`src/obi_mem_cfg.svh`:
```
`ifndef OBI_MEM_CFG_SVH
`define OBI_MEM_CFG_SVH

// ------------------------------------------------------------
// OBI bus widths
// ------------------------------------------------------------

// Byte address width, same on instruction and data port
`define OBI_ADDR_W 32

// Read and write data width
`define OBI_DATA_W 32

// ------------------------------------------------------------
// Bank and interrupt sizing
// ------------------------------------------------------------

// Words in the shared SRAM bank
`define BANK_DEPTH 1024

// Width of each interrupt source vector
`define IRQ_W 32

`endif

```
`src/obi_mem_pkg.sv`:
```
`default_nettype none

`include "obi_mem_cfg.svh"

package obi_mem_pkg;

  // Word index width into the bank
  localparam int unsigned BANK_AW = $clog2(`BANK_DEPTH);
  // Byte lanes per data word
  localparam int unsigned OBI_BE_W = `OBI_DATA_W / 8;

  // ------------------------------------------------------------
  // Request payloads as seen on the OBI side
  // ------------------------------------------------------------

  // Instruction fetch, read only so address alone
  typedef struct packed {
    logic [`OBI_ADDR_W-1:0] addr;
  } instr_req_t;

  // Data access with write fields
  typedef struct packed {
    logic [`OBI_ADDR_W-1:0] addr;
    logic                   we;
    logic [OBI_BE_W-1:0]    be;
    logic [`OBI_DATA_W-1:0] wdata;
  } data_req_t;

  // Common request into the arbiter, word addressed
  typedef struct packed {
    logic [BANK_AW-1:0]     idx;
    logic                   we;
    logic [OBI_BE_W-1:0]    be;
    logic [`OBI_DATA_W-1:0] wdata;
  } bank_req_t;

  // Interrupt cause ids, matching the core's irq line positions
  // NONE is what the id shows with nothing pending
  typedef enum logic [4:0] {
    IRQ_ID_NONE     = 5'd0,
    IRQ_ID_SOFTWARE = 5'd3,
    IRQ_ID_TIMER    = 5'd7,
    IRQ_ID_EXTERNAL = 5'd11,
    // Fast lines count up from 16
    IRQ_ID_FAST0    = 5'd16,
    IRQ_ID_FAST1, IRQ_ID_FAST2, IRQ_ID_FAST3, IRQ_ID_FAST4,
    IRQ_ID_FAST5, IRQ_ID_FAST6, IRQ_ID_FAST7, IRQ_ID_FAST8,
    IRQ_ID_FAST9, IRQ_ID_FAST10, IRQ_ID_FAST11, IRQ_ID_FAST12,
    IRQ_ID_FAST13, IRQ_ID_FAST14,
    // Non-maskable, top of the priority order
    IRQ_ID_NMI      = 5'd31
  } irq_id_e;

endpackage

`default_nettype wire

```
`src/obi_req_port.sv`:
```
`timescale 1ns/1ps
`default_nettype none

`include "obi_mem_cfg.svh"

module obi_req_port
  import obi_mem_pkg::*;
#(
  // Instruction or data payload
  parameter type payload_t = instr_req_t
) (
  input  logic      clk_i,
  input  logic      arst_n_i,
  // OBI request side
  input  logic      req_i,
  output logic      gnt_o,
  input  payload_t  payload_i,
  // Towards the bank arbiter
  output logic      bank_valid_o,
  input  logic      bank_ready_i,
  output bank_req_t bank_req_o
);

  // Payloads wider than a bare address carry write fields
  localparam bit HasWrite = ($bits(payload_t) > `OBI_ADDR_W);

  logic     full_q;
  payload_t buf_q;
  logic     take;
  logic     accept;

  // ------------------------------------------------------------
  // One-entry buffer handshake
  // ------------------------------------------------------------

  // Arbiter pulls the entry this cycle
  assign take = full_q & bank_ready_i;

  // Grant while empty, or while the entry leaves this cycle
  assign gnt_o = ~full_q | take;

  // OBI acceptance
  assign accept = req_i & gnt_o;

  assign bank_valid_o = full_q;

  always_ff @(posedge clk_i or negedge arst_n_i) begin
    if (!arst_n_i) begin
      full_q <= 1'b0;
    end else if (accept) begin
      // Refill wins when a new request lands on a drain
      full_q <= 1'b1;
    end else if (take) begin
      full_q <= 1'b0;
    end
  end

  // Payload capture
  always_ff @(posedge clk_i) begin
    if (accept) begin
      buf_q <= payload_i;
    end
  end

  // ------------------------------------------------------------
  // Widening to a bank request
  // ------------------------------------------------------------

  generate
    if (HasWrite) begin : g_rw
      data_req_t rw;

      assign rw = data_req_t'(buf_q);

      // Byte address down to word index
      assign bank_req_o = '{
        idx:   rw.addr[BANK_AW+1:2],
        we:    rw.we,
        be:    rw.be,
        wdata: rw.wdata
      };
    end else begin : g_ro
      instr_req_t ro;

      assign ro = instr_req_t'(buf_q);

      // Read-only bus, tie off write enable, full byte mask
      assign bank_req_o = '{
        idx:   ro.addr[BANK_AW+1:2],
        we:    1'b0,
        be:    '1,
        wdata: '0
      };
    end
  endgenerate

endmodule

`default_nettype wire

```
`config.mk`:
```
export PLATFORM = sky130hd
export DESIGN_NAME = obi_req_port
export DESIGN_NICKNAME = d
export VERILOG_FILES = /design/src/obi_mem_pkg.sv /design/src/obi_req_port.sv
export VERILOG_INCLUDE_DIRS = /design/src
export SDC_FILE = /design/constraint.sdc
export NUM_CORES = 1
export LEC_CHECK = 0
export BUFFER_PORTS_ARGS = -buffer_cell sky130_fd_sc_hd__buf_2
export CAP_MARGIN = 20
export CELL_PAD_IN_SITES_DETAIL_PLACEMENT = 1
export CELL_PAD_IN_SITES_GLOBAL_PLACEMENT = 1
export CORE_MARGIN = 2
export CORE_UTILIZATION = 18
export DETAILED_ROUTE_END_ITERATION = 8
export GPL_ROUTABILITY_DRIVEN = 1
export PLACE_DENSITY = 0.85
export RECOVER_POWER = 100
export SYNTH_ARGS = -nofsm -noshare
export SYNTH_HDL_FRONTEND = slang
export SYNTH_SLANG_ARGS = --single-unit
```
`constraint.sdc`:
```
create_clock -name clk_i -period 0.93 [get_ports clk_i]
set_input_delay 0.093 -clock clk_i [delete_from_list [all_inputs] [get_ports clk_i]]
set_output_delay 0.093 -clock clk_i [all_outputs]
set_load 0.1 [all_outputs]
```
==> results of run 1 <==
-- timing repair --
action                                  in CTS  in global routing
setup buffers                                2                  1
pin swaps                                    1                  0
endpoints found under the hold margin       10                  0
endpoints found under the setup margin      22                 23
cloned                                       1                  0
hold buffers                                10                  0
gates resized for setup                      2                  0
-- placed cells by master (no fill, tap or decap), drive strengths merged --
cell / count
conb: 37
dfrtp: 1
and2: 2
clkbuf: 6
dlygate4sd3: 10
nand2b: 2
edfxtp: 10
buf: 28
-- kinds of logic (layout without fill, tap and decap cells) --
kind of cell	count (synthesis)	in the layout	share of synthesized area [%]
flops	11	11	50.9
buf+inv	37	44	43.4
other cells	2	37	1.17
simple gates	3	4	4.50
-- sequential cells by signal (all words and copies together), names as in the netlist --
signal / cells
bank_valid_o: 1
buf_q: 10
-- through the flow --
step / TNS, ns / instance area, um2 / instances / total power, W / setup slack, ns
after floorplan: -6.62 / 774 / 88 / 0.00160 / -0.565
after global placement: -1.12 / 875 / 124 / 0.00165 / -0.112
after detailed placement: -1.42 / 875 / 124 / 0.00165 / -0.142
after CTS: -3.03 / 1030 / 141 / 0.00202 / -0.274
after global routing: -3.80 / 1030 / 142 / 0.00208 / -0.308
final: -3.11 / 1030 / 142 / 0.00201 / -0.275
-- area by class of cell --
cell class	instances	share of cell area, %
clock buffer	4	2.54
multi-input combinational	41	17.1
sequential	11	31.8
tap	46	5.57
timing repair buffer	40	43.0
-- power breakdown --
part           switching [W]  total, W  internal, W  leakage (nW)
combinational       0.000916   0.00110     0.000185         0.366
sequential         0.0000224  0.000598     0.000576         0.105
clock               0.000148  0.000314     0.000166        0.0150
total                0.00109   0.00201     0.000927         0.486
-- metal layers --
| layer | global-route usage [%] | share of wire, % |
|---|---|---|
| met5 | 0 | 0 |
| met4 | 4.89 | 1.0 |
| met3 | 2.14 | 12 |
| met2 | 14.7 | 66 |
| met1 | 3.96 | 21 |
-- critical path: cells and delay by family, from the launching register on --
| kind | cells | cell delay [ns] |
|---|---|---|
| flip-flops | 1 | 0.49 |
| buffers and inverters | 2 | 0.26 |
| AND/OR/NAND/NOR | 1 | 0.09 |
-- worst min path at each step --
stage / end / cells past startpoint / slack, ns / start
4_1_cts: buf_q[7] / 1 / 0.02 / payload_i[7]
5_1_grt: buf_q[7] / 1 / 0.04 / payload_i[7]
6_report: buf_q[7] / 1 / 0.04 / payload_i[7]
2_1_floorplan: bank_valid_o / 0 / -0.20 / arst_n_i
3_5_place_dp: bank_valid_o / 1 / -0.13 / arst_n_i
3_3_place_gp: bank_valid_o / 1 / -0.13 / arst_n_i
==> metrics.csv, run 1 <==
metric;value;unit
status;finished, violations left;
failing checks;negative setup slack;
Synth area leader;edfxtp_1;
DRC viols;0;
clk buf depth;2;
fmax;0.830;GHz
top-count cell post-synth;buf_4;
vias in the first global route;413;
top post-synthesis cells by count;buf_4 (37), edfxtp_1 (10), conb_1 (2);
Core Box Area;0.00336;mm2
Die Span X;63.6;um
Final ANT Viol Nets;0;
RePlAce Congestion;0.675;
RR Endpoint;buf_q[5];
CP endpoint;gnt_o;
clock transition at the registers of the reported paths;0.06;ns
full die area;0.00404;mm2
Max Slew Vio Count;0;
Synth Warn #;0;
Post-synth EDFFs;10;
slowest CP cell;dfrtp_4;
Worst Setup Slack, final;-0.275;ns
CP endpoint kind;primary output;
Cell Pwr Density;1950;mW/mm2
Worst R2R Setup Slack;-0.22;ns
clock sinks;11;
hold slack;0.0387;ns
sequential area share after synthesis;50.9;%
total CTS buffers;3;
Syn Area/Cell;12.1;um2
fraction of layout cells with a size suffix above 1;36.5;%
Area growth, synth to finish;61.6;%
Post-Syn Area;639;um2
Worst Hold Class;in2reg;
synth unique cells;7;
count of input and output buffers;25;
FF-to-FF Start;bank_valid_o;
std cell rows;21;
minimum clock period;1.20;ns
register area;329;um2
fillcell total;404;
vias per cell;2.82;
clk_skew;0.00374;ns
Initial Util;19.0;%
leakage;0.486;nW
Setup violations, final;23;
Max Cap Viol;0;
crit path kind;reg2out;
antenna cells;0;
GRT Total Usage;6.67;%
routed wire length;1.29;mm
Util after Layout;30.7;%
CTS tree;yes;
Startpoint Class;register;
initial antenna violation count;0;
Synth area leaders;edfxtp_1 (47%), buf_4 (43%), dfrtp_1 (3.9%);
wire per inst;9.07;um
via count of the routed design;400;
RSZ-0062 raised after global routing;yes;
cell depth of the worst flop-to-flop path;3;
worst vdd ir;0.781;mV
H-tree levels;1;
Final period util;130;%
# IOs;85;
DRT Pass-1 Iters;2;
nets;133;
Initial DRC Count;3;
Mapped Cells;53;
post-synth top area share;47.0;%
Req. time, crit path;0.84;ns
multi-input logic area;176;um2
critical path peak fanout;2;
WP data arrival;1.11;ns
endpoints failing hold;0;
pin count of the biggest net entering global routing;7;
crit-path max cell delay;0.49;ns
Clock Tree Root;clkbuf_4;
die height;63.6;um
dominant synthesized flop cell;edfxtp_1;
grt total ovfl;0;
clk_lat worst skew;0.27;ns
beginning of the critical path;bank_valid_o;
CP Cell Sequence;nand2b_4 -> buf_6 -> buf_12;
flops & latches, synth;11;
dpl hpwl;999;um
first-pass GRT wire length;1.90;mm
FFs w/ async S/R, synth;9.09;%
Note: power is estimated with default switching activity, not from simulation.
==> inputs of run 2 (changes only) <==
--- a/config.mk
+++ b/config.mk
@@ -11,10 +11,10 @@
 export CELL_PAD_IN_SITES_DETAIL_PLACEMENT = 1
 export CELL_PAD_IN_SITES_GLOBAL_PLACEMENT = 1
 export CORE_MARGIN = 2
-export CORE_UTILIZATION = 18
+export CORE_UTILIZATION = 21
 export DETAILED_ROUTE_END_ITERATION = 8
 export GPL_ROUTABILITY_DRIVEN = 1
-export PLACE_DENSITY = 0.85
+export PLACE_DENSITY = 0.92
 export RECOVER_POWER = 100
 export SYNTH_ARGS = -nofsm -noshare
 export SYNTH_HDL_FRONTEND = slang
==> constraint.sdc (replaced) <==
create_clock -name clk_i -period 1.47 [get_ports clk_i]
set_input_delay 0.294 -clock clk_i [delete_from_list [all_inputs] [get_ports clk_i]]
set_output_delay 0.294 -clock clk_i [all_outputs]
set_load 0.1 [all_outputs]
==> run 2 against run 1 <==
Compared with the run above:
- the run now ends clean
- clock power down 39%
- critical path type unchanged
- routed wire length shrank 26%
- first-iteration DRC count rose to 5.7 times the previous value
- flip-flop and latch count unchanged
- via count down 15%
- total power is 42% lower
==> metrics.csv, run 2 (same netlist as run 1, synthesis figures left out) <==
metric;value;unit
status;complete, no violations;
Initial DRC Count;17;
Internal;0.000499;W
RSZ-0062 raised after global routing;no;
grt total ovfl;0;
Switch Pwr;0.000660;W
initial antenna violation count;0;
# IOs;85;
leakage;0.358;nW
commonest non-fill, non-tap cell in the layout;conb_1;
vias in the first global route;280;
Largest register FFs;10;
Core Box Area;0.00298;mm2
DRT Pass-1 Iters;4;
vias per cell;2.99;
most frequent cells in the layout;conb_1 (37), buf_2 (13), edfxtp_1 (10), clkbuf_2 (10), clkbuf_4 (3);
fraction of layout cells with a size suffix above 1;35.8;%
clock sinks;11;
count of input and output buffers;25;
critical path peak fanout;2;
Clock Tree Root;clkbuf_4;
Startpoint Class;register;
H-tree levels;1;
CP Cell Sequence;buf_2;
Final ANT Viol Nets;0;
hold slack;0.204;ns
nets;118;
std cell rows;20;
endpoints failing hold;0;
first-pass GRT wire length;1.14;mm
Worst Hold Class;in2reg;
fmax;0.705;GHz
Util after Layout;23.6;%
worst vdd ir;0.248;mV
pin count of the biggest net entering global routing;11;
# hold bufs at CTS;1;
Least-Margin Pin Slew;0.546;ns
CP bufs+invs;1;
clk_lat worst skew;0.26;ns
Post-Layout Cell Count;114;
Die Span X;59.2;um
post_cts resized;0;
Slew HR;63.7;%
WP data arrival;1.13;ns
Clk pwr share;16.7;%
GRT Total Usage;5.04;%
Max Cap Viol;0;
Sum Neg Setup Slack;0;ns
number of post-CTS setup repair buffers;0;
full die area;0.00350;mm2
CP endpoint kind;primary output;
Cell Pwr Density;1650;mW/mm2
wire per inst;8.39;um
Comb pwr share;51.5;%
crit-path max cell delay;0.43;ns
routed wire length;957;um
via count of the routed design;341;
Setup violations, final;0;
dpl hpwl;846;um
fillcell total;351;
antenna cells;0;
clk buf depth;2;
Final period util;96.5;%
total CTS buffers;3;
crit path kind;reg2out;
slowest CP cell;dfrtp_4;
clk_skew;0.000594;ns
Initial Util;21.5;%
minimum clock period;1.42;ns
die height;59.2;um
RePlAce Congestion;0.684;
Area growth, synth to finish;9.78;%
DRC viols;0;
Req. time, crit path;1.18;ns
Switching Fraction;56.9;%
CP top delay family;flip-flops;
clock transition at the registers of the reported paths;0.06;ns
# placed instances;109;
CTS tree;yes;
sequential power share;31.8;%
Max Slew Vio Count;0;
total power;0.00116;W
Largest Register;buf_q;
run 2: power by group through the flow:
stage / clock network, W / registers, W / logic [W]
floorplan: 0 / 0.000498 / 0.000512
global placement: 0 / 0.000375 / 0.000598
detailed placement: 0 / 0.000375 / 0.000601
CTS: 0.000203 / 0.000368 / 0.000603
global route: 0.000218 / 0.000371 / 0.000609
finish: 0.000193 / 0.000369 / 0.000597
run 2: worst paths after layout:
path | startpoint | end | cells past startpoint | slack (ns)
worst max-delay path | bank_valid_o | bank_valid_o | 1 | 0.05
worst min-delay path | payload_i[6] | buf_q[6] | 1 | 0.20
worst max register to register | bank_valid_o | buf_q[2] | 2 | 0.17
worst min register to register | bank_valid_o | bank_valid_o | 2 | 0.58
max in group asynchronous | arst_n_i | bank_valid_o | 2 | 1.04
min in group asynchronous | arst_n_i | bank_valid_o | 2 | 0.32
run 2: metrics by stage:
stage / worst slack [ns] / area (um2)
3_3_place_gp: 0.339 / 678
2_1_floorplan: -0.0255 / 774
3_5_place_dp: 0.337 / 678
6_report: 0.0510 / 702
4_1_cts: 0.0439 / 714
5_1_grt: 0.0156 / 702
run 2: area by class of cell:
cell class | count | area (um2) | share of cell area, %
tap | 33 | 41.3 | 5.88
multi-input combinational | 40 | 165 | 23.5
sequential | 11 | 329 | 46.9
clock buffer | 4 | 26.3 | 3.74
timing repair buffer | 26 | 140 | 20.0
run 2: layer usage:
layer  vias up  track usage (%)  wire length [um]
met5         -                0                 0
met4         0             5.84                34
met3         3             2.62               206
met2        45             9.68               513
met1       145             2.70               203
li1        148                -                 -
run 2: worst register-to-register path, cell delays in order, from the launching register on:
cell and delay (ns):
dfrtp_4 0.49, nand2b_4 0.08, and2_1 0.38
==> inputs of run 3 (changes only) <==
--- a/config.mk
+++ b/config.mk
@@ -11,10 +11,10 @@
 export CELL_PAD_IN_SITES_DETAIL_PLACEMENT = 1
 export CELL_PAD_IN_SITES_GLOBAL_PLACEMENT = 1
 export CORE_MARGIN = 2
-export CORE_UTILIZATION = 21
+export CORE_UTILIZATION = 20
 export DETAILED_ROUTE_END_ITERATION = 8
 export GPL_ROUTABILITY_DRIVEN = 1
-export PLACE_DENSITY = 0.92
+export PLACE_DENSITY = 0.88
 export RECOVER_POWER = 100
 export SYNTH_ARGS = -nofsm -noshare
 export SYNTH_HDL_FRONTEND = slang
==> constraint.sdc (replaced) <==
create_clock -name clk_i -period 1.56 [get_ports clk_i]
set_input_delay 0.312 -clock clk_i [delete_from_list [all_inputs] [get_ports clk_i]]
set_output_delay 0.312 -clock clk_i [all_outputs]
set_load 0.1 [all_outputs]
==> run 3 against run 2 <==
Compared with the run above:
- sequential power fell by 6.2%
- critical endpoint is now gnt_o
- non-clock buffer count stayed put
- sequential share of layout area shrank 0.36 points
- clock power is 5% lower
- core utilization decreased by 0.58 points
- largest power group unchanged
- clock skew grew 0.0056 ns
==> metrics.csv, run 3 (same netlist as run 1, synthesis figures left out) <==
metric;value;unit
vias per cell;2.70;
H-tree levels;1;
Slew HR;63.9;%
endpoints failing hold;0;
WP data arrival;1.12;ns
DRT Pass-1 Iters;2;
FF-to-FF Start;bank_valid_o;
Max Slew Vio Count;0;
# IOs;85;
most frequent cells in the layout;conb_1 (37), buf_2 (12), clkbuf_2 (11);
Setup violations, final;0;
Startpoint Class;register;
clock transition at the registers of the reported paths;0.07;ns
Comb pwr share;51.4;%
count of input and output buffers;25;
clk buf depth;2;
crit path kind;reg2out;
Largest Register;buf_q;
minimum clock period;1.43;ns
Max Cap Viol;0;
Clock Tree Root;clkbuf_4;
dpl hpwl;889;um
worst vdd ir;0.260;mV
CP endpoint kind;primary output;
pin count of the biggest net entering global routing;11;
grt total ovfl;0;
CP bufs+invs;1;
Final ANT Viol Nets;0;
Core Box Area;0.00305;mm2
routed wire length;985;um
WHS Path Cells;1;
antenna cells;0;
Largest register FFs;10;
Least-Margin Pin Slew;0.543;ns
cell depth of the worst flop-to-flop path;2;
initial antenna violation count;0;
beginning of the critical path;bank_valid_o;
vias in the first global route;305;
hold_sp;payload_i[10];
wire per inst;7.88;um
Worst R2R Setup Slack;0.27;ns
sequential power share;31.8;%
crit-path max cell delay;0.41;ns
clk_skew;0.00622;ns
Cell Pwr Density;1550;mW/mm2
status;complete, no violations;
full die area;0.00367;mm2
CTS tree;yes;
Switch Pwr;0.000622;W
Area growth, synth to finish;9.78;%
clk_lat worst skew;0.26;ns
RePlAce Congestion;0.759;
commonest non-fill, non-tap cell in the layout;conb_1;
RSZ-0062 raised after global routing;no;
Die Span X;60.5;um
Clk pwr share;16.8;%
fmax;0.698;GHz
std cell rows;20;
leakage;0.351;nW
via count of the routed design;337;
GRT Total Usage;4.94;%
nets;118;
die height;60.5;um
Req. time, crit path;1.25;ns
Sum Neg Setup Slack;0;ns
Util after Layout;23.0;%
CP top delay family;flip-flops;
critical path peak fanout;3;
Initial DRC Count;2;
number of post-CTS setup repair buffers;0;
first-pass GRT wire length;1.23;mm
fraction of layout cells with a size suffix above 1;34.6;%
WP depth;2;
Worst Hold Class;in2reg;
DRC viols;0;
Final period util;91.8;%
post_cts resized;0;
Initial Util;20.9;%
slowest CP cell;dfrtp_2;
CP Cell Sequence;nand2b_1 -> clkbuf_4;
Internal;0.000466;W
total CTS buffers;3;
clock sinks;11;
Switching Fraction;57.1;%
-- run 3: changes by cell type in the layout (fill, tap and decap cells not counted), sizes merged --
cell / change
clkbuf: +2
buf: -2
-- run 3: area by class of cell --
cell class	instances	area [um2]
Clock buffer	4	26.3
Fill cell	381	2350
Multi-Input combinational cell	40	158
Sequential cell	11	327
Tap cell	44	55.1
Timing Repair Buffer	26	136
-- run 3: through the flow --
stage	std cells	hold slack [ns]	worst slack [ns]	power, W	cell area, um2
final	125	0.225	0.127	0.00109	702
after global routing	125	0.213	0.0847	0.00112	702
after CTS	125	0.221	0.157	0.00110	726
after detailed placement	120	0.0890	0.443	0.000919	689
after global placement	120	0.0871	0.447	0.000915	689
after floorplan	88	0.0164	0.0320	0.000950	772
-- run 3: power groups by stage --
stage	Combinational (W)	Clock, W	Sequential (W)
2_1_floorplan	0.000482	0	0.000468
3_3_place_gp	0.000563	0	0.000352
3_5_place_dp	0.000566	0	0.000353
4_1_cts	0.000568	0.000189	0.000347
5_1_grt	0.000571	0.000203	0.000348
6_report	0.000559	0.000183	0.000346
-- run 3: what timing repair did --
item,CTS,global route
hold buffers,1,0
endpoints found under the hold margin,1,0
endpoints found under the setup margin,0,0
-- run 3: path summary, 6_finish.rpt --
path                                 to
hold / removal                buf_q[10]
max in group asynchronous  bank_valid_o
min in group asynchronous  bank_valid_o
hold reg to reg            bank_valid_o
setup reg to reg               buf_q[8]
setup / recovery                  gnt_o
-- run 3: layer usage --
metal / wire length [um] / part of all wire, % / up-vias / GRT usage [%]
li1: - / - / 149 / -
met1: 268 / 27 / 156 / 3.80
met2: 602 / 61 / 30 / 10.1
met3: 94 / 9.5 / 2 / 0
met4: 19 / 1.9 / 0 / 5.59
met5: 0 / 0 / - / 0
