===== config.mk =====
export PLATFORM = sky130hd
export DESIGN_NAME = irq_aggregator
export DESIGN_NICKNAME = d
export VERILOG_FILES = /design/src/obi_mem_pkg.sv /design/src/irq_aggregator.sv
export VERILOG_INCLUDE_DIRS = /design/src
export SDC_FILE = /design/constraint.sdc
export NUM_CORES = 1
export LEC_CHECK = 0
export ABC_AREA = 1
export CORE_MARGIN = 2
export CORE_UTILIZATION = 35
export CTS_CLUSTER_DIAMETER = 80
export DETAILED_ROUTE_END_ITERATION = 16
export DONT_BUFFER_PORTS = 1
export SYNTH_ARGS = -nofsm -noshare
export SYNTH_HDL_FRONTEND = slang
export SYNTH_SLANG_ARGS = --single-unit

===== constraint.sdc =====
create_clock -name clk_i -period 1.35 [get_ports clk_i]
set_input_delay 0.27 -clock clk_i [delete_from_list [all_inputs] [get_ports clk_i]]
set_output_delay 0.27 -clock clk_i [all_outputs]
set_load 0.02 [all_outputs]

===== src/obi_mem_cfg.svh =====
`ifndef OBI_MEM_CFG_SVH
`define OBI_MEM_CFG_SVH

// ------------------------------------------------------------
// OBI bus widths
// ------------------------------------------------------------

// Byte address width, same on instruction and data port
`define OBI_ADDR_W 32

// Read and write data width
`define OBI_DATA_W 32

// ------------------------------------------------------------
// Bank and interrupt sizing
// ------------------------------------------------------------

// Words in the shared SRAM bank
`define BANK_DEPTH 1024

// Width of each interrupt source vector
`define IRQ_W 32

`endif


===== src/obi_mem_pkg.sv =====
`default_nettype none

`include "obi_mem_cfg.svh"

package obi_mem_pkg;

  // Word index width into the bank
  localparam int unsigned BANK_AW = $clog2(`BANK_DEPTH);
  // Byte lanes per data word
  localparam int unsigned OBI_BE_W = `OBI_DATA_W / 8;

  // ------------------------------------------------------------
  // Request payloads as seen on the OBI side
  // ------------------------------------------------------------

  // Instruction fetch, read only so address alone
  typedef struct packed {
    logic [`OBI_ADDR_W-1:0] addr;
  } instr_req_t;

  // Data access with write fields
  typedef struct packed {
    logic [`OBI_ADDR_W-1:0] addr;
    logic                   we;
    logic [OBI_BE_W-1:0]    be;
    logic [`OBI_DATA_W-1:0] wdata;
  } data_req_t;

  // Common request into the arbiter, word addressed
  typedef struct packed {
    logic [BANK_AW-1:0]     idx;
    logic                   we;
    logic [OBI_BE_W-1:0]    be;
    logic [`OBI_DATA_W-1:0] wdata;
  } bank_req_t;

  // Interrupt cause ids, matching the core's irq line positions
  // NONE is what the id shows with nothing pending
  typedef enum logic [4:0] {
    IRQ_ID_NONE     = 5'd0,
    IRQ_ID_SOFTWARE = 5'd3,
    IRQ_ID_TIMER    = 5'd7,
    IRQ_ID_EXTERNAL = 5'd11,
    // Fast lines count up from 16
    IRQ_ID_FAST0    = 5'd16,
    IRQ_ID_FAST1, IRQ_ID_FAST2, IRQ_ID_FAST3, IRQ_ID_FAST4,
    IRQ_ID_FAST5, IRQ_ID_FAST6, IRQ_ID_FAST7, IRQ_ID_FAST8,
    IRQ_ID_FAST9, IRQ_ID_FAST10, IRQ_ID_FAST11, IRQ_ID_FAST12,
    IRQ_ID_FAST13, IRQ_ID_FAST14,
    // Non-maskable, top of the priority order
    IRQ_ID_NMI      = 5'd31
  } irq_id_e;

endpackage

`default_nettype wire


===== src/irq_aggregator.sv =====
`timescale 1ns/1ps
`default_nettype none

`include "obi_mem_cfg.svh"

module irq_aggregator
  import obi_mem_pkg::*;
(
  input  logic              clk_i,
  input  logic              arst_n_i,
  // Environment and virtual-peripheral sources
  input  logic [`IRQ_W-1:0] irq_ext_i,
  input  logic [`IRQ_W-1:0] irq_vp_i,
  // Acknowledge from the core
  input  logic              irq_ack_i,
  input  irq_id_e           irq_ack_id_i,
  // Core interrupt lines
  output logic              irq_software_o,
  output logic              irq_timer_o,
  output logic              irq_external_o,
  output logic [14:0]       irq_fast_o,
  output logic              irq_nm_o,
  // Registered summary
  output logic              irq_pending_o,
  output irq_id_e           irq_id_o
);

  // Bits that map to a core line: 3, 7, 11 and 16 up to 31
  localparam logic [`IRQ_W-1:0] IrqMask = `IRQ_W'(32'hFFFF_0888);

  logic [`IRQ_W-1:0] src;
  logic [`IRQ_W-1:0] src_q;
  logic [`IRQ_W-1:0] rise;
  logic [`IRQ_W-1:0] ack_clr;
  logic [`IRQ_W-1:0] pending_d;
  logic [`IRQ_W-1:0] pending_q;
  irq_id_e           id_d;
  irq_id_e           id_q;
  logic              any_q;

  // ------------------------------------------------------------
  // Edge detect and pending set
  // ------------------------------------------------------------

  assign src  = irq_ext_i | irq_vp_i;
  assign rise = src & ~src_q;

  // One-hot clear of the acknowledged cause
  assign ack_clr = irq_ack_i ? (`IRQ_W'(1) << irq_ack_id_i) : '0;

  // A fresh edge beats a clear of the same bit
  assign pending_d = (pending_q & ~ack_clr) | (rise & IrqMask);

  always_ff @(posedge clk_i or negedge arst_n_i) begin
    if (!arst_n_i) begin
      src_q     <= '0;
      pending_q <= '0;
    end else begin
      src_q     <= src;
      pending_q <= pending_d;
    end
  end

  // Core lines straight from pending
  assign irq_software_o = pending_q[3];
  assign irq_timer_o    = pending_q[7];
  assign irq_external_o = pending_q[11];
  assign irq_fast_o     = pending_q[30:16];
  assign irq_nm_o       = pending_q[31];

  // ------------------------------------------------------------
  // Priority encoder
  // ------------------------------------------------------------

  // Later checks override, so lowest priority goes first
  always_comb begin
    id_d = IRQ_ID_NONE;
    if (pending_q[7]) id_d = IRQ_ID_TIMER;
    if (pending_q[3]) id_d = IRQ_ID_SOFTWARE;
    if (pending_q[11]) id_d = IRQ_ID_EXTERNAL;
    // Fast 30 ends up highest of the fast group
    for (int i = 16; i <= 30; i++) begin
      if (pending_q[i]) id_d = irq_id_e'(5'(i));
    end
    if (pending_q[31]) id_d = IRQ_ID_NMI;
  end

  // Summary one cycle behind pending
  always_ff @(posedge clk_i or negedge arst_n_i) begin
    if (!arst_n_i) begin
      any_q <= 1'b0;
      id_q  <= IRQ_ID_NONE;
    end else begin
      any_q <= |pending_q;
      id_q  <= id_d;
    end
  end

  assign irq_pending_o = any_q;
  assign irq_id_o      = id_q;

endmodule

`default_nettype wire


==> results of run 1 <==
[what timing repair did]
item / 4_1_cts / 5_1_grt
buffers inserted: 0 / 1
endpoints found under the setup margin: 3 / 3
gates cloned: 0 / 0
endpoints found under the hold margin: 57 / 57
pin swaps: 1 / 4
resized for setup: 4 / 1
[power by group through the flow]
stage	Clock (mW)	Combinational (mW)	Sequential, mW
6_report	1.51	0.324	1.85
5_1_grt	1.63	0.359	1.86
4_1_cts	1.55	0.321	1.85
3_5_place_dp	0	0.307	1.88
3_3_place_gp	0	0.301	1.88
2_1_floorplan	0	0.225	1.88
[how the worst max path moves through the flow]
stage,to,slack (ps),cells after the start
floorplan,irq_id_o[0]$_DFF_PN0_,-90,18
global placement,irq_id_o[0]$_DFF_PN0_,-190,18
detailed placement,irq_id_o[0]$_DFF_PN0_,-180,18
CTS,irq_id_o[0]$_DFF_PN0_,-170,18
global route,irq_id_o[0]$_DFF_PN0_,-320,18
finish,irq_id_o[0]$_DFF_PN0_,-150,18
[sequential cells by signal (all words and copies together), names as in the netlist]
name / cells
irq_pending_o: 1
irq_id_o: 5
pending_q: 32
src_q: 19
[stage by stage]
stage	hold WS, ps	total power [mW]	instances
2_1_floorplan	-25.6	2.10	256
3_3_place_gp	-24.7	2.18	344
3_5_place_dp	-24.4	2.19	344
4_1_cts	-396	3.73	360
5_1_grt	-400	3.85	361
6_report	-378	3.69	361
[kinds of logic after synthesis]
group,Yosys count,synth area share (%)
AND/OR/NAND/NOR,86,16.2
buffers and inverters,69,13.2
flip-flops,57,59.5
AO/OA/AOI/OAI,44,11.1
[worst reg2reg max path: stages, from the launching register on]
cell     delay (ps)
dfrtp_2         420
nor2_4          130
nand2_2          70
nand2_2          60
nand2_1          40
nand2_1          50
nand2_1          40
nand2_1          50
nand2_1          50
nand2_1          50
nand2_1          60
nand2_1          50
nand2_1          50
nand2_1          50
nand2_1          40
nand2_1          50
nand2_1          40
nand2_1          50
nand2_1          40
[layout make-up]
class / count / area [um^2] / area share (%)
sequential: 57 / 1430 / 50.9
multi-input combinational: 130 / 682 / 24.3
timing repair buffer: 29 / 218 / 7.76
inverter: 49 / 184 / 6.56
clock buffer: 14 / 183 / 6.51
tap: 80 / 100 / 3.57
clock inverter: 2 / 10.0 / 0.357
[synth_stat cells (2+ instances only)]
| library cell | instances |
|---|---|
| a31oi_1 | 4 |
| inv_1 | 49 |
| clkbuf_1 | 3 |
| o21a_1 | 5 |
| nand3_1 | 13 |
| o22ai_1 | 8 |
| nand2_2 | 2 |
| o31a_1 | 4 |
| nor2_1 | 21 |
| nor3_1 | 12 |
| nand2_1 | 27 |
| buf_4 | 15 |
| dfrtp_1 | 57 |
| o21ai_0 | 22 |
| or4_1 | 2 |
| nor4_1 | 6 |
[cell usage in the layout (no fill, tap or decap), types with 2 or more instances in the layout]
master    instances
o22ai_1           8
or4_4             2
a31oi_1           4
dfrtp_1          55
o21a_1            5
clkinv_2          2
nand2_1          27
nor4_1            5
nor3_1           12
nor2_1           21
buf_4            29
inv_1            49
dfrtp_2           2
nand2_2           2
nand3_1          13
o31a_1            4
o21ai_0          22
clkbuf_8         13
[routing by layer]
layer	vias to the layer above	part of all wire [%]
li1	858	-
met1	825	45
met2	49	46
met3	10	6.7
met4	0	2.1
met5	-	0
==> flow_summary_export.csv, run 1 <==
group,metric,value,unit
flow_run,maxCapViolCount,0,
detailed_routing,drtIter0Drc,95,
setup_path,crit_top_cell,"nand2_1",
cts,cts.sinks,57,
synthesis,synth_area,2400,um^2
cts,clockRootBuffer,"clkbuf_8",
setup_path,cp_cell_sequence,"nor2_4, nand2_2, nand2_2, nand2_1, nand2_1, nand2_1, nand2_1, nand2_1, nand2_1, nand2_1, nand2_1, nand2_1, nand2_1, nand2_1, nand2_1, nand2_1, nand2_1, nand2_1",
setup_path,worstSetupStartpoint,"pending_q[11]$_DFF_PN0_",
layout,nets,348,
setup_path,critPathBufInv,0,
sta,hold_viol_final,57,
layout,final_core_util,41.8,%
setup_path,slowest_stage,"dfrtp_2",
synthesis,synth_edf_count,0,
cts,clock_path_buffers,2,
setup_path,crit-reg2reg-capture,"irq_id_o[0]$_DFF_PN0_",
grt,grt_util_met3,6.00,%
run_status,status,"complete, but fails checks",
grt,grt_pass1_vias,1602,
pwr,ir_worst_vdd,0.000432,V
die,io_pins,97,
detailed_routing,vias,1742,
setup_path,reg2regPathDepth,18,
layout,finish.instance_area,2810,um^2
cts,path_clk_slew,60,ps
synthesis,async_flop_share,100,%
synthesis,synth_top_area_cell,"dfrtp_1",
pwr,p_sw,0.899,mW
die,fp.dieH,86.8,um
sta,setup_viol,3,
synthesis,synth.distinct_cells,22,
place,placed_area,2580,um^2
run_status,violations,"hold timing, setup timing",
worst_hold_path,hp-class,"in -> async",
pwr,p_comb_share,8.8,%
sta,holdWs,-378,ps
detailed_routing,wl,5180,um
grt,antenna_found_initial,0,
place,hpwl,3960,um
setup_path,ff2ff_setup_slack,-150,ps
cts,cts_made_buffers,9,
setup_path,slowest_delay,420,ps
place,place.gp.congestion,0.812,
pwr,cellLeakagePower,1.25,nW
sta,skew,4.66,ps
layout,area_delta_synth_final,17.0,%
grt,grt_use_total,14.8,%
place,pre_cts_ws,-178,ps
sta,period_share,111,%
synthesis,ys_warn_count,0,
layout,layout-drive-gt1-share,18.5,%
grt,grt_pass1_wl,8100,um
synthesis,ys.flop_type,"dfrtp_1",
synthesis,synth_top_area_share,59.5,%
sta,final.setup.tns,-215,ps
die,coreArea,6720,um^2
setup_path,worstSetupStartpointType,"flip-flop",
setup_path,critPathCaptureType,"flip-flop",
cts,htree_levels,3,
sta,rsz0062_at_grt,"true",
cts,clk_latency,340,ps
setup_path,cp_max_fo,2,
pwr,clock_power_share,40.9,%
pwr,sequentialPowerShare,50.3,%
synthesis,syn_inst,256,
pwr,intPower,2.79,mW
pwr,p_sw_share,24.4,%
grt,gr-usage-met2,21.4,%
detailed_routing,post-route-drc-count,0,
grt,met1_usage,19.1,%
synthesis,ys_seq_area_share,59.5,%
die,start_util,35.7,%
setup_path,critPathKind,"reg -> reg",
die,dieArea,7530,um^2
place,portBuffers,0,
sta,fin_ws,-147,ps
die,die_w,86.8,um
detailed_routing,routedWlPerCell,14.3,um
cts,tritoncts,"yes",
grt,grt_most_used_layer,"met2",
synthesis,syn_nets,328,
sta,slew_headroom,75.2,%
layout,fillers,665,
sta,max_freq,668,MHz
sta,drv_slew,0,
synthesis,syn_area_per_cell,9.36,um^2
grt,grt_max_degree,58,
synthesis,synth_area_leaders,"dfrtp_1, inv_1, buf_4",
sta,fin_crit,1500,ps
detailed_routing,drtAntennaViolNets,0,
sta,tightest_slew,372,ps
setup_path,arrival,1730,ps
detailed_routing,vias_per_cell,4.83,
detailed_routing,first_pass_iters,4,
setup_path,r2r-start,"pending_q[11]$_DFF_PN0_",
layout,n_antenna_cell,0,
grt,grt-ovfl-total,0,
pwr,p_per_area,1310,nW/um^2
die,std_cell_rows,30,
synthesis,ys_ff_latch,57,
setup_path,required,1580,ps
setup_path,crit_family,"simple AND/OR/NAND/NOR gates",
(Power assumes the default switching activity.)
==> run 2, diff against run 1 <==
Settings changed: CAP_MARGIN set to 20, CORE_UTILIZATION 35 to 56, PLACE_DENSITY set to 0.74.
==> run 2 against run 1 <==
  * The flow still finishes with violations (hold timing, setup timing)
  * First-iteration DRC count increased by 33%
  * Global-route usage is 7.5 points higher
  * Maximum frequency is 5.5% lower
  * Count of clock-buffer cells in the layout rose by 1
  * Sequential power is essentially flat
  * Largest power group unchanged
  * Largest cell class unchanged
  * Hold slack hardly changed
  * Clock power down 9%
  * Core utilization grew 26 points
==> flow_summary_export.csv, run 2 (same netlist as run 1, synthesis figures left out) <==
group,metric,value,unit
cts,tritoncts,"yes",
detailed_routing,drtAntennaViolNets,0,
flow_run,maxCapViolCount,0,
setup_path,critPathKind,"reg -> reg",
layout,final_cell_mix,"dfrtp_1, inv_1, buf_4",
layout,area_delta_synth_final,14.5,%
die,fp.dieH,69.4,um
layout,regMostFlops,"pending_q",
pwr,cellLeakagePower,1.23,nW
sta,holdWs,-378,ps
die,start_util,59.1,%
layout,fillers,313,
setup_path,slowest_delay,420,ps
worst_hold_path,hp-class,"in -> async",
die,die_w,69.4,um
setup_path,cp_max_fo,2,
run_status,violations,"hold timing, setup timing",
pwr,ir_worst_vdd,0.000749,V
cts,path_clk_slew,60,ps
sta,fin_crit,1580,ps
detailed_routing,drtIter0Drc,126,
sta,max_freq,631,MHz
setup_path,arrival,1810,ps
place,hpwl,3690,um
place,portBuffers,0,
layout,final_core_util,67.6,%
cts,cts.sinks,57,
grt,grt-ovfl-total,0,
pwr,p_per_area,1300,nW/um^2
detailed_routing,vias,1813,
sta,tightest_slew,500,ps
cts,clockRootBuffer,"clkbuf_8",
run_status,status,"complete, but fails checks",
grt,grt_max_degree,58,
die,dieArea,4820,um^2
detailed_routing,first_pass_iters,6,
setup_path,crit_family,"simple AND/OR/NAND/NOR gates",
setup_path,critPathCaptureType,"flip-flop",
layout,layout_commonest_cell,"dfrtp_1",
setup_path,critPathBufInv,0,
sta,fin_ws,-234,ps
layout,largest_reg_flops,32,
place,placed_area,2520,um^2
detailed_routing,post-route-drc-count,0,
setup_path,cp_cell_sequence,"nor2_4, nand2_2, nand2_2, nand2_2, nand2_1, nand2_1, nand2_1, nand2_1, nand2_1, nand2_1, nand2_1, nand2_1, nand2_1, nand2_1, nand2_1, nand2_1, nand2_1, nand2_1",
layout,finish.instance_area,2740,um^2
detailed_routing,routedWlPerCell,15.6,um
sta,rsz0062_at_grt,"true",
place,place.gp.congestion,0.847,
layout,nets,348,
setup_path,slowest_stage,"dfrtp_2",
cts,cts_made_buffers,9,
grt,grt_pass1_wl,8000,um
sta,drv_slew,0,
grt,grt_pass1_vias,1702,
die,std_cell_rows,23,
sta,skew,4.77,ps
cts,htree_levels,3,
detailed_routing,wl,5160,um
setup_path,worstSetupStartpointType,"flip-flop",
detailed_routing,vias_per_cell,5.49,
sta,hold_viol_final,57,
layout,n_antenna_cell,0,
pwr,finalPower,3.56,mW
cts,clk_latency,340,ps
grt,grt_use_total,22.3,%
sta,setup_viol,3,
setup_path,r2r-start,"pending_q[3]$_DFF_PN0_",
die,coreArea,4060,um^2
setup_path,crit_top_cell,"nand2_1",
setup_path,required,1580,ps
setup_path,worstSetupStartpoint,"pending_q[3]$_DFF_PN0_",
layout,layout-drive-gt1-share,17.5,%
cts,clock_path_buffers,2,
sta,period_share,117,%
die,io_pins,97,
grt,antenna_found_initial,0,
sta,slew_headroom,66.6,%
## run 2: worst reg2reg max path, delay by kind of cell (launching register included)
kind             cells  cell delay [ps]
flip-flops           1              420
AND/OR/NAND/NOR     18             1040
## run 2: final cells by class
type                    instances  area [um^2]  share of cell area (%)
clock buffers                  15          166                    6.06
inverters                      49          184                    6.70
multi-input cells             130          684                    24.9
flip-flops and latches         57         1430                    52.1
well taps                      50         62.6                    2.28
repair buffers                 29          218                    7.93
## run 2: through the flow
stage	setup TNS [ps]	cells	setup slack [ps]
3_3_place_gp	-271	312	-159
4_1_cts	-236	328	-185
6_report	-430	330	-234
2_1_floorplan	-89.9	256	-89.9
5_1_grt	-708	330	-374
3_5_place_dp	-279	312	-182
## run 2: what timing repair did
item | 4_1_cts | 5_1_grt
buffers inserted | 1 | 2
gates resized for setup | 5 | 1
pin swaps | 1 | 5
hold endpoints to repair | 57 | 57
setup endpoints to repair | 3 | 3
## run 2: routing by layer
metal	up-vias	wire, um	track usage, %
met5	-	0	0
met4	0	108	11.3
met3	11	373	6.25
met2	81	2510	35.6
met1	871	2170	27.8
li1	850	-	-
## run 2: path summary, 6_finish.rpt
check                                               end  slack (ps)  cells after the start
worst max-delay path              irq_id_o[0]$_DFF_PN0_        -230                     18
worst min register to register  pending_q[19]$_DFF_PN0_         430                      1
max in group asynchronous        pending_q[3]$_DFF_PN0_        1610                      0
worst max register to register    irq_id_o[0]$_DFF_PN0_        -230                     18
min in group clk_i                  src_q[19]$_DFF_PN0_          30                      2
worst min-delay path                src_q[18]$_DFF_PN0_        -380                      0
## run 2: power by group
part,switching [mW],internal (mW),total [mW]
Combinational,0.202,0.126,0.328
Clock,0.612,0.759,1.37
Sequential,0.0557,1.80,1.86
==> run 3, diff against run 2 <==
Settings changed: MAX_ROUTING_LAYER set to met4.
==> run 3 against run 2 <==
  * The flow still finishes with violations (hold timing, setup timing)
  * Critical path type unchanged
  * Sequential share of layout area unchanged
  * Maximum frequency down 0.23%
  * Sequential power about the same
  * Clock skew down 1.1 ps
  * Final area unchanged
==> flow_summary_export.csv, run 3 (same netlist as run 1, synthesis figures left out) <==
group,metric,value,unit
place,placedCellCount,312,
sta,drv_slew,0,
pwr,finalPower,3.55,mW
die,dieArea,4820,um^2
detailed_routing,post-route-drc-count,0,
layout,n_antenna_cell,0,
sta,rsz0062_at_grt,"true",
setup_path,cp_max_fo,2,
cts,htree_levels,3,
grt,grt_use_total,23.0,%
sta,max_freq,630,MHz
layout,largest_reg_flops,32,
die,fp.dieH,69.4,um
layout,stdcell_count,330,
layout,regMostFlops,"pending_q",
setup_path,critPathBufInv,0,
grt,grt_pass1_wl,8020,um
run_status,status,"complete, but fails checks",
detailed_routing,wl,5110,um
pwr,p_per_area,1300,nW/um^2
layout,nets,348,
cts,tritoncts,"yes",
sta,slew_headroom,66.8,%
setup_path,worstSetupStartpointType,"flip-flop",
detailed_routing,drtAntennaViolNets,0,
die,die_w,69.4,um
cts,clk_latency,330,ps
cts,cts_made_buffers,9,
place,hpwl,3690,um
layout,final_cell_mix,"dfrtp_1, inv_1, buf_4",
detailed_routing,drtIter0Drc,119,
detailed_routing,routedWlPerCell,15.5,um
sta,final.setup.tns,-417,ps
place,place.gp.congestion,0.860,
layout,fillers,313,
sta,tightest_slew,497,ps
flow_run,maxCapViolCount,0,
pwr,cellLeakagePower,1.23,nW
grt,grt-ovfl-total,0,
grt,antenna_found_initial,0,
setup_path,required,1570,ps
layout,layout_commonest_cell,"dfrtp_1",
die,std_cell_rows,23,
setup_path,critPathCaptureType,"flip-flop",
cts,path_clk_slew,60,ps
setup_path,crit_family,"simple AND/OR/NAND/NOR gates",
die,io_pins,97,
sta,fin_crit,1590,ps
cts,cts.sinks,57,
layout,area_delta_synth_final,14.5,%
setup_path,crit_top_cell,"nand2_1",
sta,holdWs,-375,ps
pwr,ir_worst_vdd,0.000748,V
setup_path,reg2regPathDepth,18,
detailed_routing,first_pass_iters,7,
place,portBuffers,0,
sta,hold_viol_final,57,
cts,clock_path_buffers,2,
grt,grt_pass1_vias,1704,
setup_path,slowest_stage,"dfrtp_2",
grt,grt_max_degree,58,
setup_path,critPathKind,"reg -> reg",
sta,setup_viol,3,
detailed_routing,vias_per_cell,5.38,
layout,final_core_util,67.6,%
worst_hold_path,hp-class,"in -> async",
place,pre_cts_ws,-182,ps
run_status,violations,"hold timing, setup timing",
sta,skew,3.66,ps
die,coreArea,4060,um^2
detailed_routing,vias,1774,
cts,clockRootBuffer,"clkbuf_8",
die,start_util,59.1,%
setup_path,ff2ff_setup_slack,-240,ps
setup_path,cp_cell_sequence,"nor2_4, nand2_2, nand2_2, nand2_2, nand2_1, nand2_1, nand2_1, nand2_1, nand2_1, nand2_1, nand2_1, nand2_1, nand2_1, nand2_1, nand2_1, nand2_1, nand2_1, nand2_1",
setup_path,cp.depth,18,
sta,period_share,118,%
sta,fin_ws,-238,ps
layout,register_area,1430,um^2
setup_path,arrival,1810,ps
setup_path,slowest_delay,420,ps
layout,multiInputGateArea,684,um^2
layout,layout-drive-gt1-share,17.5,%
==> run 3: cell counts in the layout (fill, tap and decap cells not counted) <==
No cell type changed its count.
==> run 3: final timing paths <==
| path | from | endpoint |
|---|---|---|
| max | pending_q[3]$_DFF_PN0_ | irq_id_o[0]$_DFF_PN0_ |
| max reg2reg | pending_q[3]$_DFF_PN0_ | irq_id_o[0]$_DFF_PN0_ |
| max in group asynchronous | arst_n_i | pending_q[3]$_DFF_PN0_ |
| min in group clk_i | irq_ext_i[18] | src_q[18]$_DFF_PN0_ |
| min reg2reg | src_q[19]$_DFF_PN0_ | pending_q[19]$_DFF_PN0_ |
| min | arst_n_i | src_q[18]$_DFF_PN0_ |
==> run 3: cell type report <==
class / count / share of cell area, %
Sequential cell: 57 / 52.1
Tap cell: 50 / 2.28
Inverter: 49 / 6.70
Clock buffer: 15 / 6.06
Timing Repair Buffer: 29 / 7.93
Multi-Input combinational cell: 130 / 24.9
==> run 3: stage by stage <==
step	area (um^2)	hold slack, ps
final	2740	-375
after floorplan	2400	-25.6
after CTS	2730	-383
after global placement	2520	-23.8
after detailed placement	2520	-24.0
after global routing	2740	-384
==> run 3: timing repair <==
item	in CTS	in global routing
pin swaps	1	5
hold endpoints to repair	57	57
buffers inserted	1	2
setup endpoints to repair	3	3
resized for setup	5	1
==> run 3: routing by layer <==
metal  global-route usage, %  vias to the layer above  share of wire [%]
met1                    28.0                      841                 42
li1                        -                      852                  -
met5                       -                        -                  0
met2                    35.5                       73                 49
met3                    6.25                        8                6.8
met4                    11.3                        0                1.9
==> run 3: power breakdown <==
part	internal [mW]	switching, mW	leakage, nW	total (mW)
combinational	0.126	0.202	0.555	0.329
sequential	1.80	0.0558	0.595	1.86
clock	0.759	0.610	0.0838	1.37
total	2.69	0.869	1.23	3.55
